$ cat src/source/rv_pkg.sv
package rv_pkg;

    localparam int xlen = 64;

    typedef enum logic [3:0] {
        alu_add,
        alu_sub,
        alu_and,
        alu_or,
        alu_xor,
        alu_slt,
        alu_sll,
        alu_srl,
        alu_sra,
        alu_mulw,
        alu_divw
    } alu_op_e;

    // alu_w is the low word of the alu result, sign extended
    typedef enum logic [2:0] {
        wb_alu,
        wb_alu_w,
        wb_upper,
        wb_pc4,
        wb_load
    } wb_sel_e;

    typedef enum logic [1:0] {
        size_b,
        size_h,
        size_w,
        size_d
    } mem_size_e;

    typedef enum logic [2:0] {
        br_none,
        br_eq,
        br_ne,
        br_lt,
        br_ge
    } br_cond_e;

    typedef struct packed {
        logic [4:0]      rd;
        logic [4:0]      rs1;
        logic [4:0]      rs2;
        logic [xlen-1:0] imm;
        alu_op_e         alu_op;
        logic            op_a_pc;
        logic            op_b_imm;
        logic            is_word;
        wb_sel_e         wb_sel;
        logic            reg_write;
        br_cond_e        br_cond;
        logic            jal;
        logic            jalr;
        logic            load;
        logic            store;
        logic            load_unsigned;
        mem_size_e       mem_size;
        logic            ebreak;
    } dec_t;

    typedef struct packed {
        logic [xlen-1:0] addr;
        logic [xlen-1:0] wdata;
        logic [7:0]      wmask;
        logic            we;
        logic            re;
    } mem_req_t;

endpackage

$ cat src/source/rv_fetch.sv
`timescale 1ns/100ps

module rv_fetch #(
    parameter logic [rv_pkg::xlen-1:0] reset_pc = '0
) (
    input  logic                    clk,
    input  logic                    arst_n,
    input  logic [rv_pkg::xlen-1:0] next_pc,
    input  logic                    halt_req,
    input  logic [rv_pkg::xlen-1:0] a0_value,
    output logic [rv_pkg::xlen-1:0] pc,
    output logic                    halt,
    output logic [rv_pkg::xlen-1:0] exit_code
);

    // pc stays on the ebreak, so nothing after it ever executes
    always_ff @(posedge clk or negedge arst_n) begin
        if (!arst_n) begin
            pc        <= reset_pc;
            halt      <= 1'b0;
            exit_code <= '0;
        end else if (!halt) begin
            if (halt_req) begin
                halt      <= 1'b1;
                exit_code <= a0_value;
            end else begin
                pc <= next_pc;
            end
        end
    end

endmodule

$ cat config.mk
export PLATFORM = sky130hd
export DESIGN_NAME = rv_fetch
export DESIGN_NICKNAME = d
export VERILOG_FILES = /design/src/source/rv_pkg.sv /design/src/source/rv_fetch.sv
export SDC_FILE = /design/constraint.sdc
export NUM_CORES = 1
export LEC_CHECK = 0
export BUFFER_PORTS_ARGS = -buffer_cell sky130_fd_sc_hd__buf_2
export CAP_MARGIN = 25
export CORE_MARGIN = 10
export CORE_UTILIZATION = 40
export DETAILED_ROUTE_END_ITERATION = 7
export PLACE_DENSITY = 0.71
export SLEW_MARGIN = 0
export SYNTH_ARGS = -nofsm -noshare
export SYNTH_HDL_FRONTEND = slang
export SYNTH_SLANG_ARGS = --single-unit
$ cat constraint.sdc
create_clock -name clk -period 3.1 [get_ports clk]
set_input_delay 0.31 -clock clk [delete_from_list [all_inputs] [get_ports clk]]
set_output_delay 0.31 -clock clk [all_outputs]
set_load 0.05 [all_outputs]
After elaboration in Yosys (flattened, before gate mapping)
Index checks and enable logic that the tools add are counted.
{ "totals": {"ff_bits": 129} }
{ "classes": {"n_bitwise": 2, "muxes": 2, "reduce_logical": 2} }
{ "op_table": {"columns": ["op", "n"], "rows": [
  ["2-bit AND reduction", 2],
  ["1-bit two-way mux", 2],
  ["1-bit inverter", 2]
]} }

Longest topological paths before layout
{ "depth": {"ltp_word": 2, "mapped_depth": 4} }

Worst setup path before layout
Ideal clock, no wire load.
{ "synth_timing": {"path_type": "register to register", "startpoint": "register halt", "endpoint": "register pc[10] (netlist bit)", "path_buffers": 2, "stages_incl_launch_ff": 5, "t_required_ns": 2.975, "arrival_time_ns": 1.409, "slack_ns": 1.566, "setup_ns": 0.125, "path_cell_list": "dfrtp_1 nor2_2 buf_6 buf_6 mux2_4"} }
{ "synth_via": {"elab_chain_len": 2} }
{ "synth_rtl": {"columns": ["element", "line_no", "text"], "rows": [
  ["from (decl)", "rv_fetch.sv:12", "output logic halt,"],
  ["from (signal assigned)", "rv_fetch.sv:20", "halt <= 1'b0;"],
  ["from (signal assigned)", "rv_fetch.sv:24", "halt <= 1'b1;"],
  ["1-bit inverter (no line)", null, null],
  ["2-bit AND reduction (no line)", null, null],
  ["to (signal assigned)", "rv_fetch.sv:19", "pc <= reset_pc;"],
  ["to (signal assigned)", "rv_fetch.sv:27", "pc <= next_pc;"],
  ["to (decl)", "rv_fetch.sv:11", "output logic [rv_pkg::xlen-1:0] pc,"]
]} }
No other way between the ends.
A chain may end at the register's enable or synchronous reset.

Worst setup path in the final report
{ "layout_timing": {"startpoint": "register halt", "endpoint": "register exit_code[34] (netlist bit)"} }
{ "layout_via": {"elab_chain_len": 2} }
{ "layout_rtl": {"columns": ["element", "line_no", "text"], "rows": [
  ["1-bit inverter (no line)", null, null],
  ["2-bit AND reduction (no line)", null, null],
  ["to (signal assigned)", "rv_fetch.sv:25", "exit_code <= a0_value;"],
  ["to (decl)", "rv_fetch.sv:13", "output logic [rv_pkg::xlen-1:0] exit_code"]
]} }
No other way between the ends.

==> flow_summary.yaml <==
status:
  run_status: "finished, final reports clean"
critical_path:
  crit_slowest_cell: "nor2b_4"
  path_max_fanout: 21
  end_kind: "flop"
  path_cells: "nor2b_4 -> buf_4 -> mux2_2"
  worstSetupPathType: "flop to flop"
  crit_family: "simple AND/OR/NAND/NOR gates"
  path_buf_inv: 1
  required_ps: 3380
  max_stage_delay_ps: 610
  startpoint_type: "flop"
  cp.arrival_ps: 2180
finish:
  final_cell_mix: "buf_2 (258), dfrtp_1 (129), mux2_4 (96)"
  finalNetCount: 679
  syn2layout_area_growth_pct: 39.21
  multi_input_area_mm2: 0.001827
  drive_above_1_share_pct: 76.16
  n_antenna_cell: 0
  area.sequential_mm2: 0.003228
  fill_cells: 1056
  final_common_cell: "buf_2"
timing:
  hold_viol: 0
  setup_viol: 0
  slew-limit-headroom_pct: 41.40
  setup_slack_ps: 1207
  rsz0062_at_grt: "false"
  fin_skew_ps: 4.767
  timing.final.crit_share_pct: 61.05
  fin_crit_ps: 1893
  fin_tns_setup_ps: 0
  clock.fmax_mhz: 528.4
  slew_viol_final: 0
  worstMarginPinSlew_ps: 879.0
die:
  initial_core_util_pct: 41.08
  dieHeight_um: 134.1
  rows: 41
  die-area_mm2: 0.01797
  io_pins: 260
  core_mm2: 0.01267
  die_x_um: 134.1
global_routing:
  grt_usage_pct: 15.63
  antenna_found_initial: 0
  grt_max_degree: 71
  overflow: 0
  first_global_vias: 3951
  grt_pass1_wl_um: 22030
placement:
  gp_congestion: 0.7978
  place_ws_ps: 1185
  post-dp-hpwl_um: 10940
  io_buffers: 259
cts:
  cts_sinks: 129
  postCtsResizedCells: 0
  postCtsHoldBufs: 0
  cts_root_buf: "clkbuf_16"
  clk_latency_ps: 400
  cts.path.max_buffers: 2
  cts-htree-levels: 4
  cts-buffers-inserted: 17
  tritoncts: "done"
  cts_setup_buffers: 0
  clk_pin_slew_ps: 50
yosys:
  yosysWarnings: 0
  syn_nets: 405
  synth_seq_cells: 129
  syn-cell-area_mm2: 0.005205
  ys_types: 8
  postSynthCellCount: 274
  syn_avg_cell_area_um2: 19.00
  yosysSeqAreaShare_pct: 62.02
pwr:
  p_leak_nw: 3.787
  total_power_mw: 5.215
  ir_drop_mv: 0.3631
  cellPowerDensity_mw_per_mm2: 719.8
routing:
  drt_iter0_drc: 137
  totalWireLength_um: 13940
  vias_per_cell: 4.633
  wl_per_cell_um: 19.09
  dr_total_vias: 3382
  drc_errors: 0
  ant_nets: 0
  firstDrtPassIters: 4
job:
  cap_violations: 0
worst_hold_path:
  worstHoldPathType: "primary input to asynchronous set/reset pin"
-- synth_stat cells --
cell	count	area, um2
dfrtp_1	129	3228
mux2_4	96	1441
mux2_2	32	360.4
buf_6	13	146.4
buf_2	1	5.000
inv_1	1	3.750
nor2_2	1	6.260
nor2b_4	1	13.76
-- power breakdown --
part	internal, mW	switching, mW
combinational	0.408	0.918
clock	1.23	0.672
sequential	1.88	0.108
-- layout make-up --
class                      count  share of cell area (%)
timing repair buffer         269                   19.48
sequential                   129                   44.55
clock buffer                  23                   6.596
inverter                       1                 0.05180
multi-input combinational    130                   25.21
clock inverter                 6                   1.140
tap                          172                   2.970
-- path summary, 6_finish.rpt --
kind,start,endpoint,slack (ps),depth (start not counted)
max,halt,exit_code[34],1210,3
max reg2reg,halt,exit_code[34],1210,3
min in group clk,next_pc[4],pc[4],130,2
min reg2reg,exit_code[25],exit_code[25],500,1
min,arst_n,exit_code[25],10,1
max in group asynchronous,arst_n,exit_code[13],2230,2
-- state kept, by name, indices dropped and copies added, names as in the netlist --
name,flops
pc,64
exit_code,64
halt,1
-- per-layer routing --
layer	part of all wire (%)	global-route usage (%)
met4	1.5	6.288
met1	39	16.81
met5	0	0
met3	9.7	7.319
met2	50	26.07
-- logic make-up after synthesis --
group / share of synthesized area (%)
AND/OR/NAND/NOR: 0.3846
flip-flops: 62.02
buffers and inverters: 2.981
multiplexers: 34.62
-- worst register-to-register path: stages, from the launching register on --
cell	delay (ps)
dfrtp_1	440
nor2b_4	610
buf_4	360
mux2_2	360
-- per-stage QoR --
step           util [%]  cells  instance area [um2]  hold slack (ps)
4_1_cts           57.18    730                 7246            45.24
5_1_grt           57.18    730                 7246            74.46
2_1_floorplan         -    274                 5205            14.41
3_5_place_dp      52.76    701                 6685            486.4
3_3_place_gp      52.76    701                 6685            466.2
6_report          57.18    730                 7246            14.47
Power figures use the tool's default switching activity.
