===== src/source/rv_pkg.sv =====
package rv_pkg;

    localparam int xlen = 64;

    typedef enum logic [3:0] {
        alu_add,
        alu_sub,
        alu_and,
        alu_or,
        alu_xor,
        alu_slt,
        alu_sll,
        alu_srl,
        alu_sra,
        alu_mulw,
        alu_divw
    } alu_op_e;

    // alu_w is the low word of the alu result, sign extended
    typedef enum logic [2:0] {
        wb_alu,
        wb_alu_w,
        wb_upper,
        wb_pc4,
        wb_load
    } wb_sel_e;

    typedef enum logic [1:0] {
        size_b,
        size_h,
        size_w,
        size_d
    } mem_size_e;

    typedef enum logic [2:0] {
        br_none,
        br_eq,
        br_ne,
        br_lt,
        br_ge
    } br_cond_e;

    typedef struct packed {
        logic [4:0]      rd;
        logic [4:0]      rs1;
        logic [4:0]      rs2;
        logic [xlen-1:0] imm;
        alu_op_e         alu_op;
        logic            op_a_pc;
        logic            op_b_imm;
        logic            is_word;
        wb_sel_e         wb_sel;
        logic            reg_write;
        br_cond_e        br_cond;
        logic            jal;
        logic            jalr;
        logic            load;
        logic            store;
        logic            load_unsigned;
        mem_size_e       mem_size;
        logic            ebreak;
    } dec_t;

    typedef struct packed {
        logic [xlen-1:0] addr;
        logic [xlen-1:0] wdata;
        logic [7:0]      wmask;
        logic            we;
        logic            re;
    } mem_req_t;

endpackage


===== src/source/rv_lsu.sv =====
`timescale 1ns/100ps

module rv_lsu (
    input  rv_pkg::dec_t            dec,
    input  logic [rv_pkg::xlen-1:0] addr,
    input  logic [rv_pkg::xlen-1:0] src2,
    input  logic                    halt,
    input  logic [rv_pkg::xlen-1:0] dmem_rdata,
    output rv_pkg::mem_req_t        dmem_req,
    output logic [rv_pkg::xlen-1:0] load_data
);

    logic [2:0]              lane;
    logic [7:0]              size_mask;
    logic [rv_pkg::xlen-1:0] rd_shifted;
    logic                    do_store;
    logic                    do_load;

    assign lane     = addr[2:0];
    assign do_store = dec.store && !halt;
    assign do_load  = dec.load && !halt;

    always_comb begin
        case (dec.mem_size)
            rv_pkg::size_b: size_mask = 8'h01;
            rv_pkg::size_h: size_mask = 8'h03;
            rv_pkg::size_w: size_mask = 8'h0f;
            default:        size_mask = 8'hff;
        endcase
    end

    // store data and mask moved up to the addressed byte lane
    always_comb begin
        dmem_req.addr  = addr;
        dmem_req.wdata = src2 << {lane, 3'b000};
        dmem_req.wmask = do_store ? (size_mask << lane) : 8'h00;
        dmem_req.we    = do_store;
        dmem_req.re    = do_load;
    end

    assign rd_shifted = dmem_rdata >> {lane, 3'b000};

    always_comb begin
        case (dec.mem_size)
            rv_pkg::size_b: begin
                if (dec.load_unsigned) load_data = {56'b0, rd_shifted[7:0]};
                else load_data = {{56{rd_shifted[7]}}, rd_shifted[7:0]};
            end
            rv_pkg::size_w: load_data = {{32{rd_shifted[31]}}, rd_shifted[31:0]};
            default: load_data = rd_shifted;
        endcase
    end

endmodule


===== config.mk =====
export PLATFORM = sky130hd
export DESIGN_NAME = rv_lsu
export DESIGN_NICKNAME = d
export VERILOG_FILES = /design/src/source/rv_pkg.sv /design/src/source/rv_lsu.sv
export SDC_FILE = /design/constraint.sdc
export NUM_CORES = 1
export LEC_CHECK = 0
export ABC_AREA = 1
export BUFFER_PORTS_ARGS = -buffer_cell sky130_fd_sc_hd__buf_2
export CAP_MARGIN = 20
export CORE_AREA = 2 2 192 194
export DETAILED_ROUTE_END_ITERATION = 6
export DIE_AREA = 0 0 194 196
export MAX_ROUTING_LAYER = met4
export PLACE_DENSITY = 0.44
export SYNTH_ARGS = -nofsm -noshare
export SYNTH_HDL_FRONTEND = slang
export SYNTH_SLANG_ARGS = --single-unit

===== constraint.sdc =====
create_clock -name vclk -period 1.6
set_input_delay 0.32 -clock vclk [all_inputs]
set_output_delay 0.32 -clock vclk [all_outputs]
set_load 0.05 [all_outputs]

# After elaboration in Yosys (flattened, before gate mapping)
# Cells that the tools add are included.
[word_totals]
ff_bits = 0
in_bits = 294
output_inout_bits = 202
elab_cells = 13
[classes]
eq_ne = 2
shifts = 3
muxes = 4
reduce_logical = 4
[op_table]
columns = ["operator", "count"]
rows = [
  ["64-bit case mux with 2 select lines", 1],
  ["64-bit 2-to-1 mux", 1],
  ["64-bit by 6-bit left shift with 64-bit output", 1],
  ["64-bit by 6-bit right shift with 64-bit output", 1],
  ["8-bit case mux with 3 select lines", 1],
  ["8-bit 2-to-1 mux", 1],
  ["8-bit by 3-bit left shift with 8-bit output", 1],
  ["2-bit by 1-bit == test with 1-bit output (second input constant)", 1],
  ["2-bit == test (second input constant)", 1],
  ["1-bit logical AND", 2],
  ["2-bit zero test", 1],
  ["1-bit zero test", 1],
]

# Logic depth before layout (Yosys ltp)
[logic_depth]
depth_word = 4
depth_mapped = 10
ltp_nobuf = 8

# Worst setup path before layout
# OpenSTA, ideal clock, no wires.
[synth_path]
kind = "in2out"
from = "input addr[1] (netlist bit)"
to = "output dmem_req[63] (netlist bit)"
t_arrival_ps = 2129
required_time_ps = 1280
path_slack_ps = -849
stages = 5
path_buffers = 2
path_cell_list = "inv_2 > buf_2 > buf_1 > a22oi_1 > o21ai_0"
[synth_rtl]
columns = ["element", "line", "source"]
rows = [
  ["start, declared", "rv_lsu.sv:5", "input logic [rv_pkg::xlen-1:0] addr,"],
  ["end, declared", "rv_lsu.sv:9", "output rv_pkg::mem_req_t dmem_req,"],
]

==> reports/results.ini <==
[outcome]
status = finished, violations left
failed_checks = negative setup slack

[drt]
via_per_inst = 4.364
via_count = 7891
drt-initial-drc-count = 316
drc_errors = 0
wl_mm = 32.53
wl_per_cell_um = 17.99
drtAntennaViolNets = 0
firstDrtPassIters = 5

[global_routing]
grt_max_degree = 36
grt_pass1_wl_mm = 48.71
antenna_found_initial = 1
overflow = 0
grt_pass1_vias = 8058
grtUsageTotal_pct = 16.69

[sta]
tightest_slew_ps = 439.2
setup_viol = 130
drv_slew = 0
max_slew_margin_pct = 70.59
setup_tns_ps = -25920
hold_viol = 0
finalWorstSetupSlack_ps = -321.4
max_freq_mhz = 520.4
layout_worst_path_cycle_share_pct = 120.1
rsz0062_at_grt = yes
fin_crit_ps = 1921

[finish]
clkbuf_count = 0
final_common_cell = nand2_1
syn2layout_area_growth_pct = 165.9
regArea_um2 = 0
final_util_pct = 33.46
seq_cell_count = 0
nets = 1635
finalInstanceArea_mm2 = 0.01208
final_cell_mix = nand2_1, buf_4, buf_2, buf_6, nand3_1
drive_gt1_share_pct = 64.60

[critical_path]
worstPathRequired_ps = 1280
arrival_ps = 1600
timing.critical_path.cells = buf_16 > buf_8 > nor2_4 > buf_6 > buf_12 > clkinvlp_4 > nor3_4 > buf_6
cp_num_buf_inv = 6
critical-path-top-delay-family = buffers and inverters
slowest_stage = nor3_4
startpoint_type = primary input
end_kind = output pin
path_class = in -> out
slowest_delay_ps = 240
cp_max_fo = 8
crit_top_cell = buf_6

[hold_path]
min_from = addr[44]
hold-path-endpoint = dmem_req[118]
min_path_type = in -> out
hold_depth = 0

[logic_synthesis]
ys_warn_count = 0
yosysUniqueCellTypes = 24
seq_area_frac_synth_pct = 0
syn_area_mm2 = 0.004541
avgSynthCellArea_um2 = 4.686
syn_nets = 1263
syn_inst = 969

[power_and_ir_drop]
leakage_nw = 5.742
p_sw_share_pct = 57.78
finalPower_mw = 5.140
clockPowerShare_pct = 0
p_sw_mw = 2.970
ir_drop_mv = 0.3041
power.density_mw_per_mm2 = 425.7
pwr-share-comb_pct = 100.0
internal-power_mw = 2.170
power_frac_seq_pct = 0

[placed_design]
pre_cts_ws_ps = -592.6
port_buffers = 278
postPlaceCellArea_mm2 = 0.009265
dp_hpwl_mm = 24.75
place.gp.congestion = 0.8625

[floorplan]
die_h_um = 196
boundaryPins = 496
coreArea_mm2 = 0.03608
dieArea_mm2 = 0.03802
die_w_um = 194
rows = 70
initial_core_util_pct = 12.58

[clocking]
postCtsHoldBufs = 0

[flow_run]
maxCapViolCount = 0

## metrics by stage
step                      cells  hold slack, ps
after global placement     1755           640.3
after detailed placement   1755           640.3
after floorplan             969           771.3
after global routing       1808           640.1
final                      1808           640.0
after CTS                  1798           640.3
## kinds of logic after synthesis
kind of cell,after synthesis,synth area share (%)
AO/OA/AOI/OAI,172,19.92
multiplexers,2,0.4409
AND/OR/NAND/NOR,604,55.55
buffers and inverters,191,24.08
## per-layer routing
metal / global-route usage, % / part of all wire [%] / vias to the layer above
met1: 20.85 / 43 / 3717
met3: 2.561 / 5.7 / 40
li1: - / - / 3856
met5: - / 0 / -
met2: 28.97 / 50 / 278
met4: 2.413 / 1.5 / 0
## area by class of cell
class                           count  area [µm²]
Fill cell                        3868       24010
Multi-Input combinational cell    778        5889
Timing Repair Buffer              517        5360
Tap cell                          468       585.6
Inverter                           43       217.7
Timing Repair inverter              1       20.02
Antenna cell                        1       2.502
## repair_timing
| action | 4_1_cts | 5_1_grt |
|---|---|---|
| gates resized for setup | 519 | 99 |
| cloned | 14 | 2 |
| setup endpoints to repair | 136 | 136 |
| buffers inserted | 31 | 8 |
| pin swaps | 76 | 35 |
## Yosys cell counts, types with 3 or more instances
| cell type | instances | area share [%] |
|---|---|---|
| nand2_1 | 383 | 32 |
| nand3_1 | 143 | 16 |
| o21ai_0 | 112 | 12 |
| buf_4 | 72 | 12 |
| nor2_1 | 50 | 4.1 |
| inv_1 | 41 | 3.4 |
| clkbuf_1 | 32 | 2.6 |
| buf_2 | 25 | 2.8 |
| a21oi_1 | 22 | 2.4 |
| o21ai_1 | 20 | 2.2 |
| or2_2 | 16 | 2.2 |
| o211ai_1 | 11 | 1.8 |
| buf_6 | 10 | 2.5 |
| buf_1 | 9 | 0.74 |
| a22oi_1 | 4 | 0.66 |
| and2_1 | 4 | 0.55 |
| nor3_1 | 3 | 0.33 |
## worst max-delay path by stage
stage | from | endpoint | depth (start not counted) | slack [ps]
after floorplan | addr[0] | load_data[40] | 10 | -120
after global placement | addr[0] | dmem_req[60] | 8 | -590
after CTS | addr[0] | load_data[28] | 9 | -300
final | addr[0] | dmem_req[13] | 8 | -320
after global routing | addr[0] | dmem_req[13] | 8 | -380
after detailed placement | addr[0] | dmem_req[60] | 8 | -590
## power groups by stage
stage / clock, mW / combinational (mW) / sequential [mW]
floorplan: 0 / 3.09 / 0
global placement: 0 / 4.07 / 0
detailed placement: 0 / 4.07 / 0
CTS: 0 / 5.00 / 0
global route: 0.0000000838 / 5.41 / 0
finish: 0.0000000838 / 5.14 / 0
(Power assumes the default switching activity.)
