$ cat config.mk
export PLATFORM = sky130hd
export DESIGN_NAME = rv_regfile
export DESIGN_NICKNAME = d
export VERILOG_FILES = /design/src/source/rv_pkg.sv /design/src/source/rv_regfile.sv
export SDC_FILE = /design/constraint.sdc
export NUM_CORES = 2
export LEC_CHECK = 0
export BUFFER_PORTS_ARGS = -buffer_cell sky130_fd_sc_hd__buf_2
export CORE_AREA = 5 5 497 499
export DETAILED_ROUTE_END_ITERATION = 7
export DIE_AREA = 0 0 502 504
export HOLD_SLACK_MARGIN = 0.06
export PLACE_DENSITY = 0.71
export SLEW_MARGIN = 20
export SYNTH_ARGS = -nofsm -noshare
export SYNTH_HDL_FRONTEND = slang
export SYNTH_SLANG_ARGS = --single-unit
$ cat constraint.sdc
create_clock -name clk -period 3.6 [get_ports clk]
set_input_delay 0.72 -clock clk [delete_from_list [all_inputs] [get_ports clk]]
set_output_delay 0.72 -clock clk [all_outputs]
set_load 0.02 [all_outputs]
$ cat src/source/rv_pkg.sv
package rv_pkg;

    localparam int xlen = 64;

    typedef enum logic [3:0] {
        alu_add,
        alu_sub,
        alu_and,
        alu_or,
        alu_xor,
        alu_slt,
        alu_sll,
        alu_srl,
        alu_sra,
        alu_mulw,
        alu_divw
    } alu_op_e;

    // alu_w is the low word of the alu result, sign extended
    typedef enum logic [2:0] {
        wb_alu,
        wb_alu_w,
        wb_upper,
        wb_pc4,
        wb_load
    } wb_sel_e;

    typedef enum logic [1:0] {
        size_b,
        size_h,
        size_w,
        size_d
    } mem_size_e;

    typedef enum logic [2:0] {
        br_none,
        br_eq,
        br_ne,
        br_lt,
        br_ge
    } br_cond_e;

    typedef struct packed {
        logic [4:0]      rd;
        logic [4:0]      rs1;
        logic [4:0]      rs2;
        logic [xlen-1:0] imm;
        alu_op_e         alu_op;
        logic            op_a_pc;
        logic            op_b_imm;
        logic            is_word;
        wb_sel_e         wb_sel;
        logic            reg_write;
        br_cond_e        br_cond;
        logic            jal;
        logic            jalr;
        logic            load;
        logic            store;
        logic            load_unsigned;
        mem_size_e       mem_size;
        logic            ebreak;
    } dec_t;

    typedef struct packed {
        logic [xlen-1:0] addr;
        logic [xlen-1:0] wdata;
        logic [7:0]      wmask;
        logic            we;
        logic            re;
    } mem_req_t;

endpackage

$ cat src/source/rv_regfile.sv
`timescale 1ns/100ps

module rv_regfile (
    input  logic                    clk,
    input  logic                    arst_n,
    input  logic [4:0]              rs1,
    input  logic [4:0]              rs2,
    input  logic [4:0]              rd,
    input  logic                    we,
    input  logic [rv_pkg::xlen-1:0] wdata,
    output logic [rv_pkg::xlen-1:0] src1,
    output logic [rv_pkg::xlen-1:0] src2,
    output logic [rv_pkg::xlen-1:0] a0
);

    logic [rv_pkg::xlen-1:0] regs [32];

    // x0 never gets written, so it reads back zero
    always_ff @(posedge clk or negedge arst_n) begin
        if (!arst_n) begin
            for (int i = 0; i < 32; i++) begin
                regs[i] <= '0;
            end
        end else if (we && rd != 5'd0) begin
            regs[rd] <= wdata;
        end
    end

    assign src1 = regs[rs1];
    assign src2 = regs[rs2];
    assign a0   = regs[10];

endmodule

; ---- Word level (Yosys, flattened, before mapping)
; Cells that the tools add are included.
[totals]
word_cells = 51
inputBits = 82
reg_bits = 2048
[classes]
bitwise_logic = 3
mux = 9
reduce_logical = 3
n_lt_le_gt_ge = 4
[ops]
columns = op, n
row1 = 2048-bit bitwise mux, 1
row2 = 64-bit binary-select mux with 5-bit select, 2
row3 = 64-bit demux with 5-bit select, 1
row4 = 64-bit two-way mux, 5
row5 = "6-bit >= comparator, second input constant", 3
row6 = 5-bit inverter with 6-bit output, 3
row7 = "6-bit by 1-bit < comparator with 1-bit output, second input constant", 1
row8 = 5-bit nonzero test, 1
row9 = 1-bit logical AND, 2

; ---- Depth between registers and ports, before layout
[depth]
word_depth = 6
mapped_depth = 9
ltp_nobuf = 4

; ---- Worst setup path before layout
; No wires, ideal clock.
[synth_timing]
path_kind = input -> output
from = input port rs2[0]
to = output port src2[20] in the netlist's numbering
path_slack_ps = 235
path_buffers = 6
arrival_time_ps = 2645
cell_stages = 8
required_ps = 2880
path_cell_list = buf_2 -> buf_4 -> buf_4 -> buf_2 -> buf_4 -> clkbuf_1 -> a211oi_1 -> o31ai_1
[synth_between]
elab_chain_cells = 4
[synth_rtl]
columns = element, line_no
row1 = "start, declared", rv_regfile.sv:7  ; input logic [4:0] rs2,
row2 = 5-bit inverter with 6-bit output (implied by the code), rv_regfile.sv:30  ; assign src2 = regs[rs2];
row3 = 64-bit binary-select mux with 5-bit select, rv_regfile.sv:30
row4 = 64-bit two-way mux (implied by the code) (2 in series), rv_regfile.sv:30
row5 = "end, declared", rv_regfile.sv:12  ; output logic [rv_pkg::xlen-1:0] src2,
; No other way between the ends. The select of a mux whose other input is x is not followed.

; ---- Final worst setup path
[layout_timing]
from = input port rs2[0]
to = output port src2[18] in the netlist's numbering
; Same word-level chain as after synthesis.

==> run summary <==
Setup repair after global routing could not meet its margin everywhere. The setup skew after layout was 0 ps; the DRC marker count from the first detailed-route iteration was 6452. The quantity of I/O buffers inserted on ports was 273; the depth of the worst register-to-register path was 2. Of the total power, the share spent switching nets is 27.6%.

The floorplan step set the die height to 504 um. The tools report the sequential share of the synthesized area as 47.4%. The final route contains 66.9k vias. Of all cell types, the one taking the most synthesized area is dfrtp_1.

The number of antenna violations at the first check in global routing was 28; the flip-flop and latch count after synthesis was 2048. The async set-reset flop share out of synthesis is 100%. The per-instance average area after synthesis is 16.5 um2, and the maximum number of buffers from clock root to sink is 3. Summed over all layers, the routed wires come to 342000 um.

Counting instances, the worst hold path has a depth of 0. Clock-pin slew was measured on the worst setup and hold paths at 60 ps. The floorplan die area came out at 0.253 mm2. Once the floorplan was initialized, standard cells occupied 44.7% of the core.

The run gives 44.4% as the sequential cell fraction of total power. Counting every net in the synthesized netlist gives 6658. The tools report the type of origin of the critical path as an input port. STA classifies the critical path endpoint as an output port. Final global-route overflow total: 0. The kind of critical path was in -> out. At the later pin of the worst-skew pair, clock insertion delay measures 840 ps. For this design the total switching power over the nets is 19.2 mW. The number of routed nets with antenna violations is 0.

The region available for standard cell placement spans 0.242 mm2. Entering global routing, the biggest net connects 108 pins. The min-delay analysis places its worst path in the category reg -> reg. Power spread over the standard cell area amounts to 557 mW/mm2.

Synthesis produced a netlist whose cell count is 6576. In this run the horizontal extent of the chip is 502 um. The mean routed wirelength per cell was 33.7 um. Summed over all cells, the static leakage comes to 54.1 nW. The tools report the portion of total power attributed to combinational logic as 22.2%.

The number of hold violations in the final report is 0, and the portion of total power attributed to the clock network is 33.5%. At the end of routability-driven placement, the weighted congestion stood at 0.842. Yosys mapped a number of flops with a built-in enable equal to 0. IR analysis of the VDD net gives a maximum drop of 0.441 mV. The cell sitting at the root of the clock tree is a clkbuf_16. The logs give 70.4k for the via count of the first global-routing pass and 2860 ps for the data arrival time of the critical path. Once detailed placement completed, the half-perimeter wirelength came to 206000 um. The tools report the final-layout fill cell count as 19.3k. The library cells used most frequently in the layout, excluding fill and tap cells, are 2145 x mux2_2, 2040 x dfrtp_1, 1145 x mux4_2. Flip-flop cell with the highest count after synthesis: dfrtp_1.

The number of max-slew violations in the final report was 0; the global-route wire length before repair was 502000 um. The clock drives 2048 sinks. TritonCTS built the clock tree. TritonCTS created 208 clock buffers. The placed instances occupy a cell area of 0.117 mm2. The cell internal power dissipation was 50.3 mW; the area growth from synthesis to layout was 15.3%. For the final setup violation count, the log shows 0. The tools report the count of max-cap constraint violations as 0. Along the worst path, the maximum fanout reaches 14. Final hold analysis gives a worst-case slack of 397 ps. Before antenna repair, the detailed router went through 5 iterations.

Timing would allow up to 0.279 GHz. 274 I/O pins were placed. The portion of the clock cycle consumed by the worst path in the final layout is 99.5%, and the ratio of routed vias to standard cells is 6.59. Headroom to the max-slew limit came out at 21.4%. At the pin with the least slew margin, the transition time is 1180 ps. The library cell used most frequently in the layout, excluding fill and tap cells, is mux2_2. Synthesis instantiated 30 different standard cells from the library. The H-tree generated during clock tree synthesis spans 4 levels.

The Yosys step of the flow raised 0 warnings. For the worst setup path, the data required time is 2880 ps. In the post-synthesis netlist, the biggest area contributors are dfrtp_1 47%, mux4_2 24%, mux2_2 22%.

The post-layout instance area was 0.125 mm2. The cell area after synthesis is 0.108 mm2, and the number of DRC violations after detailed routing is 0. The global routing usage summed across all routing layers is 26.9%. The flow ran to the end, and the final reports show no timing, DRC or antenna violations. The clock period could shrink to 3580 ps. The portion of synthesized cell area occupied by the leading cell type is 47.4%. The share of post-route cells with drive strength above 1 came out at 65.2%. Row generation in the floorplan step produced 181 rows. At the end of the flow, the number of nets in the layout was 6835.
[worst paths after layout]
path / from / end / slack, ps
max: rs2[0] / src2[18] / 20
min: regs[2010] / regs[2010] / 400
max reg2reg: a0[19] / a0[19] / 2650
min reg2reg: regs[2010] / regs[2010] / 400
max in group asynchronous: arst_n / regs[1115] / 1890
min in group asynchronous: arst_n / regs[1910] / 590
[sequential cells by signal, summed over array words and instances (netlist names)]
register / cells
regs: 1984
a0: 64
[power groups by stage]
stage / Sequential (mW) / Combinational (mW) / Clock (mW)
after floorplan: 29.7 / 11.5 / 0
after global placement: 30.6 / 14.9 / 0
after detailed placement: 31.0 / 15.3 / 0
after CTS: 30.6 / 15.4 / 23.6
after global routing: 31.3 / 16.4 / 24.5
final: 30.8 / 15.4 / 23.2
[per-stage QoR]
stage                     total power [mW]  utilization [%]  TNS (ps)  setup slack (ps)  instances
after floorplan                       41.2                -         0               235       6576
after global placement                45.5             48.1     -1720              -165       9708
after detailed placement              46.3             48.1     -2460              -169       9708
after CTS                             69.7             51.4     -40.0             -17.3      10100
after global routing                  72.2             51.5     -10.2             -5.17      10100
final                                 69.4             51.5         0              19.1      10100
[synth_stat cells, types with 4 or more instances]
cell type	count
dfrtp_1	2048
a221oi_1	34
nand2_1	20
a22o_1	9
buf_2	218
nor2b_1	20
nor3_2	4
mux2_2	2151
mux2i_1	144
buf_4	91
clkbuf_1	487
nand2b_1	5
nor2_1	27
a211o_1	9
o22ai_1	60
nand3_1	6
a21oi_1	9
mux4_2	1145
buf_1	36
and3_1	6
a221o_1	26
buf_6	5
[area by class of cell]
cell class	instances	area [um2]	area share (%)
Timing Repair Buffer	804	8550	6.86
Clock inverter	91	1270	1.02
Multi-Input combinational cell	3690	53500	42.9
Inverter	1	6.26	0.00502
Clock buffer	296	6080	4.87
Tap cell	3202	4010	3.21
Sequential cell	2048	51300	41.1
Antenna cell	16	40.0	0.0321
[critical path, cell delays in order]
cell     delay [ps]
buf_12          160
buf_16          200
buf_12          180
buf_12          170
mux4_2          510
mux2_2          270
a221o_1         420
buf_2           200
[kinds of logic (layout without fill, tap and decap cells)]
| kind of cell | after synthesis | after routing | share of synthesized area, % |
|---|---|---|---|
| buffers and inverters | 838 | 1192 | 3.51 |
| other | 0 | 16 | 0 |
| flip-flops | 2048 | 2048 | 47.4 |
| multiplexers | 3440 | 3440 | 47.6 |
| AO/OA/AOI/OAI | 156 | 156 | 1.12 |
| AND/OR/NAND/NOR | 94 | 94 | 0.443 |
[metal layers]
| metal | wire (um) | GRT usage [%] | vias up |
|---|---|---|---|
| met5 | 95 | 0 | - |
| met2 | 164000 | 42.7 | 3017 |
| li1 | - | - | 26100 |
| met1 | 136000 | 36.6 | 37000 |
| met4 | 16300 | 11.0 | 12 |
| met3 | 26000 | 5.26 | 747 |
[what timing repair did]
item,in CTS,in global routing
resized for setup,50,16
pin swaps,0,1
endpoints found under the setup margin,61,40
endpoints found under the hold margin,69,0
buffers inserted,13,14
cloned,4,4
hold buffers,1,0
No activity file was read; power rests on OpenSTA's default activity.
