File: config.mk
export PLATFORM = sky130hd
export DESIGN_NAME = rv_execute
export DESIGN_NICKNAME = d
export VERILOG_FILES = /design/src/source/rv_pkg.sv /design/src/source/rv_execute.sv
export SDC_FILE = /design/constraint.sdc
export NUM_CORES = 2
export LEC_CHECK = 0
export ABC_AREA = 1
export BUFFER_PORTS_ARGS = -buffer_cell sky130_fd_sc_hd__buf_2
export CAP_MARGIN = 20
export CORE_ASPECT_RATIO = 1.25
export CORE_MARGIN = 5
export CORE_UTILIZATION = 48
export DETAILED_ROUTE_END_ITERATION = 6
export PLACE_DENSITY = 0.66
export SLEW_MARGIN = 30
export SYNTH_ARGS = -nofsm -noshare
export SYNTH_HDL_FRONTEND = slang
export SYNTH_SLANG_ARGS = --single-unit
export TNS_END_PERCENT = 5
File: constraint.sdc
create_clock -name vclk -period 166.4
set_input_delay 24.96 -clock vclk [all_inputs]
set_output_delay 24.96 -clock vclk [all_outputs]
set_load 0.03 [all_outputs]
File: src/source/rv_pkg.sv
package rv_pkg;

    localparam int xlen = 64;

    typedef enum logic [3:0] {
        alu_add,
        alu_sub,
        alu_and,
        alu_or,
        alu_xor,
        alu_slt,
        alu_sll,
        alu_srl,
        alu_sra,
        alu_mulw,
        alu_divw
    } alu_op_e;

    // alu_w is the low word of the alu result, sign extended
    typedef enum logic [2:0] {
        wb_alu,
        wb_alu_w,
        wb_upper,
        wb_pc4,
        wb_load
    } wb_sel_e;

    typedef enum logic [1:0] {
        size_b,
        size_h,
        size_w,
        size_d
    } mem_size_e;

    typedef enum logic [2:0] {
        br_none,
        br_eq,
        br_ne,
        br_lt,
        br_ge
    } br_cond_e;

    typedef struct packed {
        logic [4:0]      rd;
        logic [4:0]      rs1;
        logic [4:0]      rs2;
        logic [xlen-1:0] imm;
        alu_op_e         alu_op;
        logic            op_a_pc;
        logic            op_b_imm;
        logic            is_word;
        wb_sel_e         wb_sel;
        logic            reg_write;
        br_cond_e        br_cond;
        logic            jal;
        logic            jalr;
        logic            load;
        logic            store;
        logic            load_unsigned;
        mem_size_e       mem_size;
        logic            ebreak;
    } dec_t;

    typedef struct packed {
        logic [xlen-1:0] addr;
        logic [xlen-1:0] wdata;
        logic [7:0]      wmask;
        logic            we;
        logic            re;
    } mem_req_t;

endpackage

File: src/source/rv_execute.sv
`timescale 1ns/100ps

module rv_execute (
    input  rv_pkg::dec_t            dec,
    input  logic [rv_pkg::xlen-1:0] pc,
    input  logic [rv_pkg::xlen-1:0] src1,
    input  logic [rv_pkg::xlen-1:0] src2,
    input  logic [rv_pkg::xlen-1:0] load_data,
    output logic [rv_pkg::xlen-1:0] alu_result,
    output logic [rv_pkg::xlen-1:0] next_pc,
    output logic [rv_pkg::xlen-1:0] rd_wdata
);

    logic [rv_pkg::xlen-1:0] op_a;
    logic [rv_pkg::xlen-1:0] op_b;
    logic [rv_pkg::xlen-1:0] pc_plus4;
    logic [5:0]              shamt;
    logic [31:0]             mul_lo;
    logic [31:0]             div_q;
    logic                    taken;

    assign op_a     = dec.op_a_pc ? pc : src1;
    assign op_b     = dec.op_b_imm ? dec.imm : src2;
    assign pc_plus4 = pc + 64'd4;
    assign shamt    = dec.is_word ? {1'b0, op_b[4:0]} : op_b[5:0];
    assign mul_lo   = op_a[31:0] * op_b[31:0];

    // divide by zero gives all ones, overflow returns the dividend
    always_comb begin
        if (op_b[31:0] == 32'd0) begin
            div_q = '1;
        end else if (op_a[31:0] == 32'h8000_0000 && op_b[31:0] == 32'hffff_ffff) begin
            div_q = 32'h8000_0000;
        end else begin
            div_q = $signed(op_a[31:0]) / $signed(op_b[31:0]);
        end
    end

    always_comb begin
        case (dec.alu_op)
            rv_pkg::alu_sub:  alu_result = op_a - op_b;
            rv_pkg::alu_and:  alu_result = op_a & op_b;
            rv_pkg::alu_or:   alu_result = op_a | op_b;
            rv_pkg::alu_xor:  alu_result = op_a ^ op_b;
            rv_pkg::alu_slt:  alu_result = {63'b0, $signed(op_a) < $signed(op_b)};
            rv_pkg::alu_sll:  alu_result = op_a << shamt;
            rv_pkg::alu_srl:  alu_result = op_a >> shamt;
            rv_pkg::alu_sra:  alu_result = $signed(op_a) >>> shamt;
            rv_pkg::alu_mulw: alu_result = {32'b0, mul_lo};
            rv_pkg::alu_divw: alu_result = {32'b0, div_q};
            default:          alu_result = op_a + op_b;
        endcase
    end

    always_comb begin
        case (dec.br_cond)
            rv_pkg::br_eq: taken = (src1 == src2);
            rv_pkg::br_ne: taken = (src1 != src2);
            rv_pkg::br_lt: taken = ($signed(src1) < $signed(src2));
            rv_pkg::br_ge: taken = ($signed(src1) >= $signed(src2));
            default:       taken = 1'b0;
        endcase
    end

    always_comb begin
        if (dec.jalr) begin
            next_pc = {alu_result[rv_pkg::xlen-1:1], 1'b0};
        end else if (dec.jal || taken) begin
            next_pc = pc + dec.imm;
        end else begin
            next_pc = pc_plus4;
        end
    end

    always_comb begin
        case (dec.wb_sel)
            rv_pkg::wb_alu_w: rd_wdata = {{32{alu_result[31]}}, alu_result[31:0]};
            rv_pkg::wb_upper: rd_wdata = dec.imm;
            rv_pkg::wb_pc4:   rd_wdata = pc_plus4;
            rv_pkg::wb_load:  rd_wdata = load_data;
            default:          rd_wdata = alu_result;
        endcase
    end

endmodule

* Yosys cells after proc, flatten, opt, wreduce, memory -nomap -nowiden
Cells that the tools add are included.
Widths: inputs -> output; s select.
** Word-level totals
- Register bits after elaboration :: 0
- Latch bits :: 0
- Memory bits (writable) :: 0
- Bits in read-only memories :: 0
- Input port bits :: 357
- Output and inout bits :: 192
- Logic and storage cells :: 50
- Memories kept :: 0
** Cells by class
- $add $sub $neg :: 4
- $mul :: 1
- Div/mod/pow operators :: 1
- Magnitude comparators :: 3
- Eq/ne operators :: 22
- Shift operators :: 3
- Multiplexer cells :: 10
- Bitwise logic cells :: 3
- Reductions and logical operators :: 3
** Operators by type and width (count)
- $pmux 64 s10 :: 1
- $mux 64 :: 4
- $pmux 64 s4 :: 1
- $add 64x64->64 :: 2
- $lt 64x64->1 :: 2
- $add 64x3->64 const B :: 1
- $and 64x64->64 :: 1
- $eq 32x32->1 const B :: 2
- $eq 64x64->1 :: 1
- $ge 64x64->1 :: 1
- $mux 32 :: 2
- $ne 64x64->1 :: 1
- $or 64x64->64 :: 1
- $shl 64x6->64 :: 1
- $shr 64x6->64 :: 1
- $sshr 64x6->64 :: 1
- $sub 64x64->64 :: 1
- $xor 64x64->64 :: 1
- $div 32x32->32 :: 1
- $logic_not 32->1 :: 1
- $mul 32x32->32 :: 1
- $eq 4x3->1 const B :: 4
- $eq 3x2->1 const B :: 4
- $eq 4x4->1 const B :: 3
- other kinds (8) :: 11

* Logic depth before layout (Yosys ltp)
- Depth in word-level cells :: 7
- Gate-level depth with buffers :: 732
- Depth with buffers taken out :: 714

* Worst setup path after synthesis
Ideal clock, no wire load.
- Kind :: in2out
- Start :: in dec[16] (netlist bit)
- End :: out next_pc[28] (netlist bit)
- Arrival time :: 105.963 ns
- Slack :: 35.477 ns
- Stages :: 702
- Cell sequence :: buf_6 -> buf_8 -> o21ai_2 -> clkbuf_1 -> clkbuf_1 -> clkbuf_1 -> clkbuf_1 -> clkbuf_1 -> buf_1 -> buf_1 -> ha_1 -> nand3_1 -> nor2_1 -> nand3_2 -> nor2_2 -> o21ai_0 -> nand2_1 -> nand3_1 -> [... 666 more ...] -> ha_1 -> nand3_1 -> nor3_1 -> nand2_1 -> nor2_1 -> and3_1 -> nand3_1 -> nor2_1 -> nand3_1 -> nand2_1 -> nand2_1 -> a21oi_1 -> o21ai_1 -> nand2_1 -> nand2_1 -> a21oi_2 -> nand2_1 -> nand2_1
** On the way
- Longest elaborated chain between the ends :: 7
- Elaborated cells between the ends (all ways) :: 19
- Classes of those cells :: 2 x add/sub; 1 x mul; 1 x div; 1 x eq/ne; 3 x shift; 6 x mux; 3 x bitwise; 2 x reduce/logical
** Ends and longest elaborated chain
- start: declaration :: RTL line rv_execute.sv:4 : input rv_pkg::dec_t dec,
- $mux 64 * :: RTL line rv_execute.sv:23 : assign op_b = dec.op_b_imm ? dec.imm : src2;
- branches (longest 4 deep; another with $div 32x32->32)
- $pmux 64 s10 * :: RTL line rv_execute.sv:40 : case (dec.alu_op)
- net alu_result (one bit) :: RTL line rv_execute.sv:9 : output logic [rv_pkg::xlen-1:0] alu_result,
- $mux 64 * :: RTL line rv_execute.sv:66 : if (dec.jalr) begin
- end: declaration :: RTL line rv_execute.sv:10 : output logic [rv_pkg::xlen-1:0] next_pc,
Mark *: on every way through the listed nets, which the timed path passes.

* Worst setup path after layout
- Start :: in dec[16] (netlist bit)
- End :: out rd_wdata[16] (netlist bit)
** On the way
- Longest elaborated chain between the ends :: 7
- Elaborated cells between the ends (all ways) :: 19
- Classes of those cells :: 2 x add/sub; 1 x mul; 1 x div; 1 x eq/ne; 3 x shift; 6 x mux; 3 x bitwise; 2 x reduce/logical
** Ends and longest elaborated chain
- $mux 64 * :: RTL line rv_execute.sv:23
- branches (longest 4 deep; another with $div 32x32->32)
- $pmux 64 s10 * :: RTL line rv_execute.sv:40
- $pmux 64 s4 * :: RTL line rv_execute.sv:76 : case (dec.wb_sel)
- end: declaration :: RTL line rv_execute.sv:11 : output logic [rv_pkg::xlen-1:0] rd_wdata
Mark *: on every way between the ends.

==> flow_summary.ini <==
[outcome]
status = complete, but fails checks
violations = design-rule violations

[floorplanning]
io_pins = 549
die_h_um = 448.4
dieArea_mm2 = 0.1617
rows = 161
initial_utilization = 0.4808
core_area_mm2 = 0.1535
die_w_um = 360.7

[sta]
period_needed_ps = 156530
fin_setup_tns_ps = 0
whs_ps = 50310
slew_headroom = 0.1755
finalHoldViolations = 0
setup_viol_count_final = 0
rsz0062_at_grt = no
tightest_slew_ps = 1237
period_share = 0.9407
maxSlewViolCount = 0
fmax_mhz = 6.389

[final_layout]
syn_to_final_growth_pct = 6.840
finalNetCount = 14590
clock_buffers = 0
fin_util = 0.5136
seq_cell_count = 0
fill_cells = 16280
final_layout_size_suffix_gt1_frac = 0.09319
seq_area_um2 = 0

[global_route]
grt_max_degree = 105
grt.overflow.total = 0
antenna_found_initial = 50
track_usage = 0.4675
grt_pass1_vias = 86980
grt_pass1_wl_um = 568000

[setup_path]
critPathKind = primary input to output pin
start_kind = primary input
slowest_delay_ps = 580
required_ps = 141440
crit_top_cell = nand2_1
slowest_stage = nand2_1
cp_data_arrival_time_ps = 131570
crit_fanout = 65
setup.worst_path.end_class = output pin

[placement]
port_buffers = 527
place_congestion = 1.148
dp_hpwl_um = 331800

[run]
drv_cap = 0

[routing]
wirelength_um = 399400
first_pass_iters = 7
wl_per_cell_um = 26.75
via_count = 91060
route.detailed.drc = 26
vias_per_cell = 6.100
drtAntennaViolNets = 0
drtIter0Drc = 10340

[synthesis]
syn_area_per_cell_um2 = 5.863
syn_inst = 12590
syn_area_mm2 = 0.07380
seq_area_frac_synth = 0
ys_types = 83
yosysWarnings = 0
synth_nets = 14330

[hold_path]
hp-class = primary input to output pin
-- layout by cell type, fill, tap and decap left out, types with 15 or more instances in the layout --
| cell | netlist | final |
|---|---|---|
| xnor2_1 | 151 | 151 |
| a221oi_1 | 49 | 48 |
| nor2_1 | 831 | 820 |
| a211oi_1 | 38 | 38 |
| and2_1 | 15 | 15 |
| fa_1 | 411 | 411 |
| nand2_2 | 44 | 52 |
| o21a_1 | 32 | 31 |
| a31oi_1 | 50 | 48 |
| o21ai_1 | 137 | 147 |
| nor2_2 | 29 | 38 |
| o22ai_1 | 36 | 36 |
| diode_2 | 0 | 46 |
| o221ai_1 | 81 | 81 |
| clkinv_1 | 20 | 18 |
| inv_1 | 2041 | 2037 |
| o31ai_1 | 22 | 22 |
| o211ai_1 | 77 | 77 |
| ha_1 | 976 | 976 |
| xor2_1 | 384 | 384 |
| o21bai_1 | 79 | 79 |
| or2_2 | 166 | 166 |
| nand3_2 | 21 | 22 |
| nand4_1 | 146 | 146 |
| a21o_1 | 37 | 37 |
| mux2i_1 | 63 | 63 |
| o21ai_0 | 754 | 734 |
| nand2_4 | 17 | 21 |
| nor3_1 | 124 | 121 |
| nor4_1 | 67 | 66 |
| o21ai_2 | 35 | 41 |
| a21boi_0 | 15 | 15 |
| o2111ai_1 | 50 | 47 |
| buf_4 | 37 | 198 |
| inv_2 | 43 | 43 |
| nand2_1 | 3525 | 3513 |
| a21oi_1 | 840 | 837 |
| nand3_1 | 531 | 530 |
| buf_2 | 40 | 527 |
-- cells in the mapped netlist (21+ instances only) --
cell type | instances | share of area
nand2_2 | 44 | 0.0037
a21oi_1 | 840 | 0.057
buf_4 | 37 | 0.0038
nand3_2 | 21 | 0.0028
inv_2 | 43 | 0.0022
o31ai_1 | 22 | 0.0022
o21a_1 | 32 | 0.0033
o21ai_1 | 137 | 0.0093
fa_1 | 411 | 0.11
a21o_1 | 37 | 0.0038
o21bai_1 | 79 | 0.0080
o21ai_0 | 754 | 0.051
o211ai_1 | 77 | 0.0078
nor2_1 | 831 | 0.042
o21ai_2 | 35 | 0.0042
xnor2_1 | 151 | 0.018
buf_1 | 70 | 0.0036
nand4_1 | 146 | 0.012
ha_1 | 976 | 0.17
mux2i_1 | 63 | 0.0085
inv_1 | 2041 | 0.10
nor4_1 | 67 | 0.0057
nor2_2 | 29 | 0.0025
a211oi_1 | 38 | 0.0039
a31oi_1 | 50 | 0.0042
buf_2 | 40 | 0.0027
o22ai_1 | 36 | 0.0031
a221oi_1 | 49 | 0.0058
or2_2 | 166 | 0.014
nand2_1 | 3525 | 0.18
o221ai_1 | 81 | 0.0096
nand3_1 | 531 | 0.036
xor2_1 | 384 | 0.046
nor3_1 | 124 | 0.0084
o2111ai_1 | 50 | 0.0059
clkbuf_1 | 302 | 0.015
-- timing repair --
item / CTS / global route
setup buffers: 0 / 3
setup endpoints to repair: 0 / 123
resized for setup: 0 / 25
hold buffers: 0 / 0
-- cells by family after synthesis --
logic type,synth area share
xor+xnor,0.06350
mux,0.008545
fa+ha+maj,0.2770
simple gates,0.3177
buf+inv,0.1367
compound gates,0.1966
-- final cells by class --
cell class	instances	area, um2	area share
tap	2037	2549	0.03233
multi-input combinational	10010	64030	0.8121
antenna	46	115.1	0.001460
timing repair buffer	731	4210	0.05340
inverter	2107	7934	0.1006
timing repair inverter	1	5.005	0.00006348
-- critical path: cells and delay by family --
kind / cells / cell delay, ps
buf+inv: 97 / 13240
compound gates: 216 / 43880
xor+xnor: 1 / 230
simple gates: 336 / 38850
fa+ha+maj: 33 / 9960
-- path summary, 6_finish.rpt --
kind / startpoint / cells after the start / slack (ps) / to
max: dec[16] / 683 / 9870 / rd_wdata[16]
min: load_data[14] / 4 / 50310 / rd_wdata[14]
-- stage by stage --
step / setup slack [ps] / std cells / area [um2]
after CTS: 9588 / 14880 / 78560
after floorplan: 35480 / 12590 / 73800
final: 9869 / 14930 / 78840
after detailed placement: 9994 / 14880 / 78560
after global routing: 188.5 / 14910 / 78800
after global placement: 12120 / 14870 / 78490
-- layer usage --
layer / routed length [um] / GRT usage / vias to the layer above
met1: 140100 / 0.5290 / 42460
met5: 612 / 0.002080 / -
met2: 166700 / 0.7199 / 5569
li1: - / - / 41370
met3: 46370 / 0.1303 / 1644
met4: 45590 / 0.4180 / 16
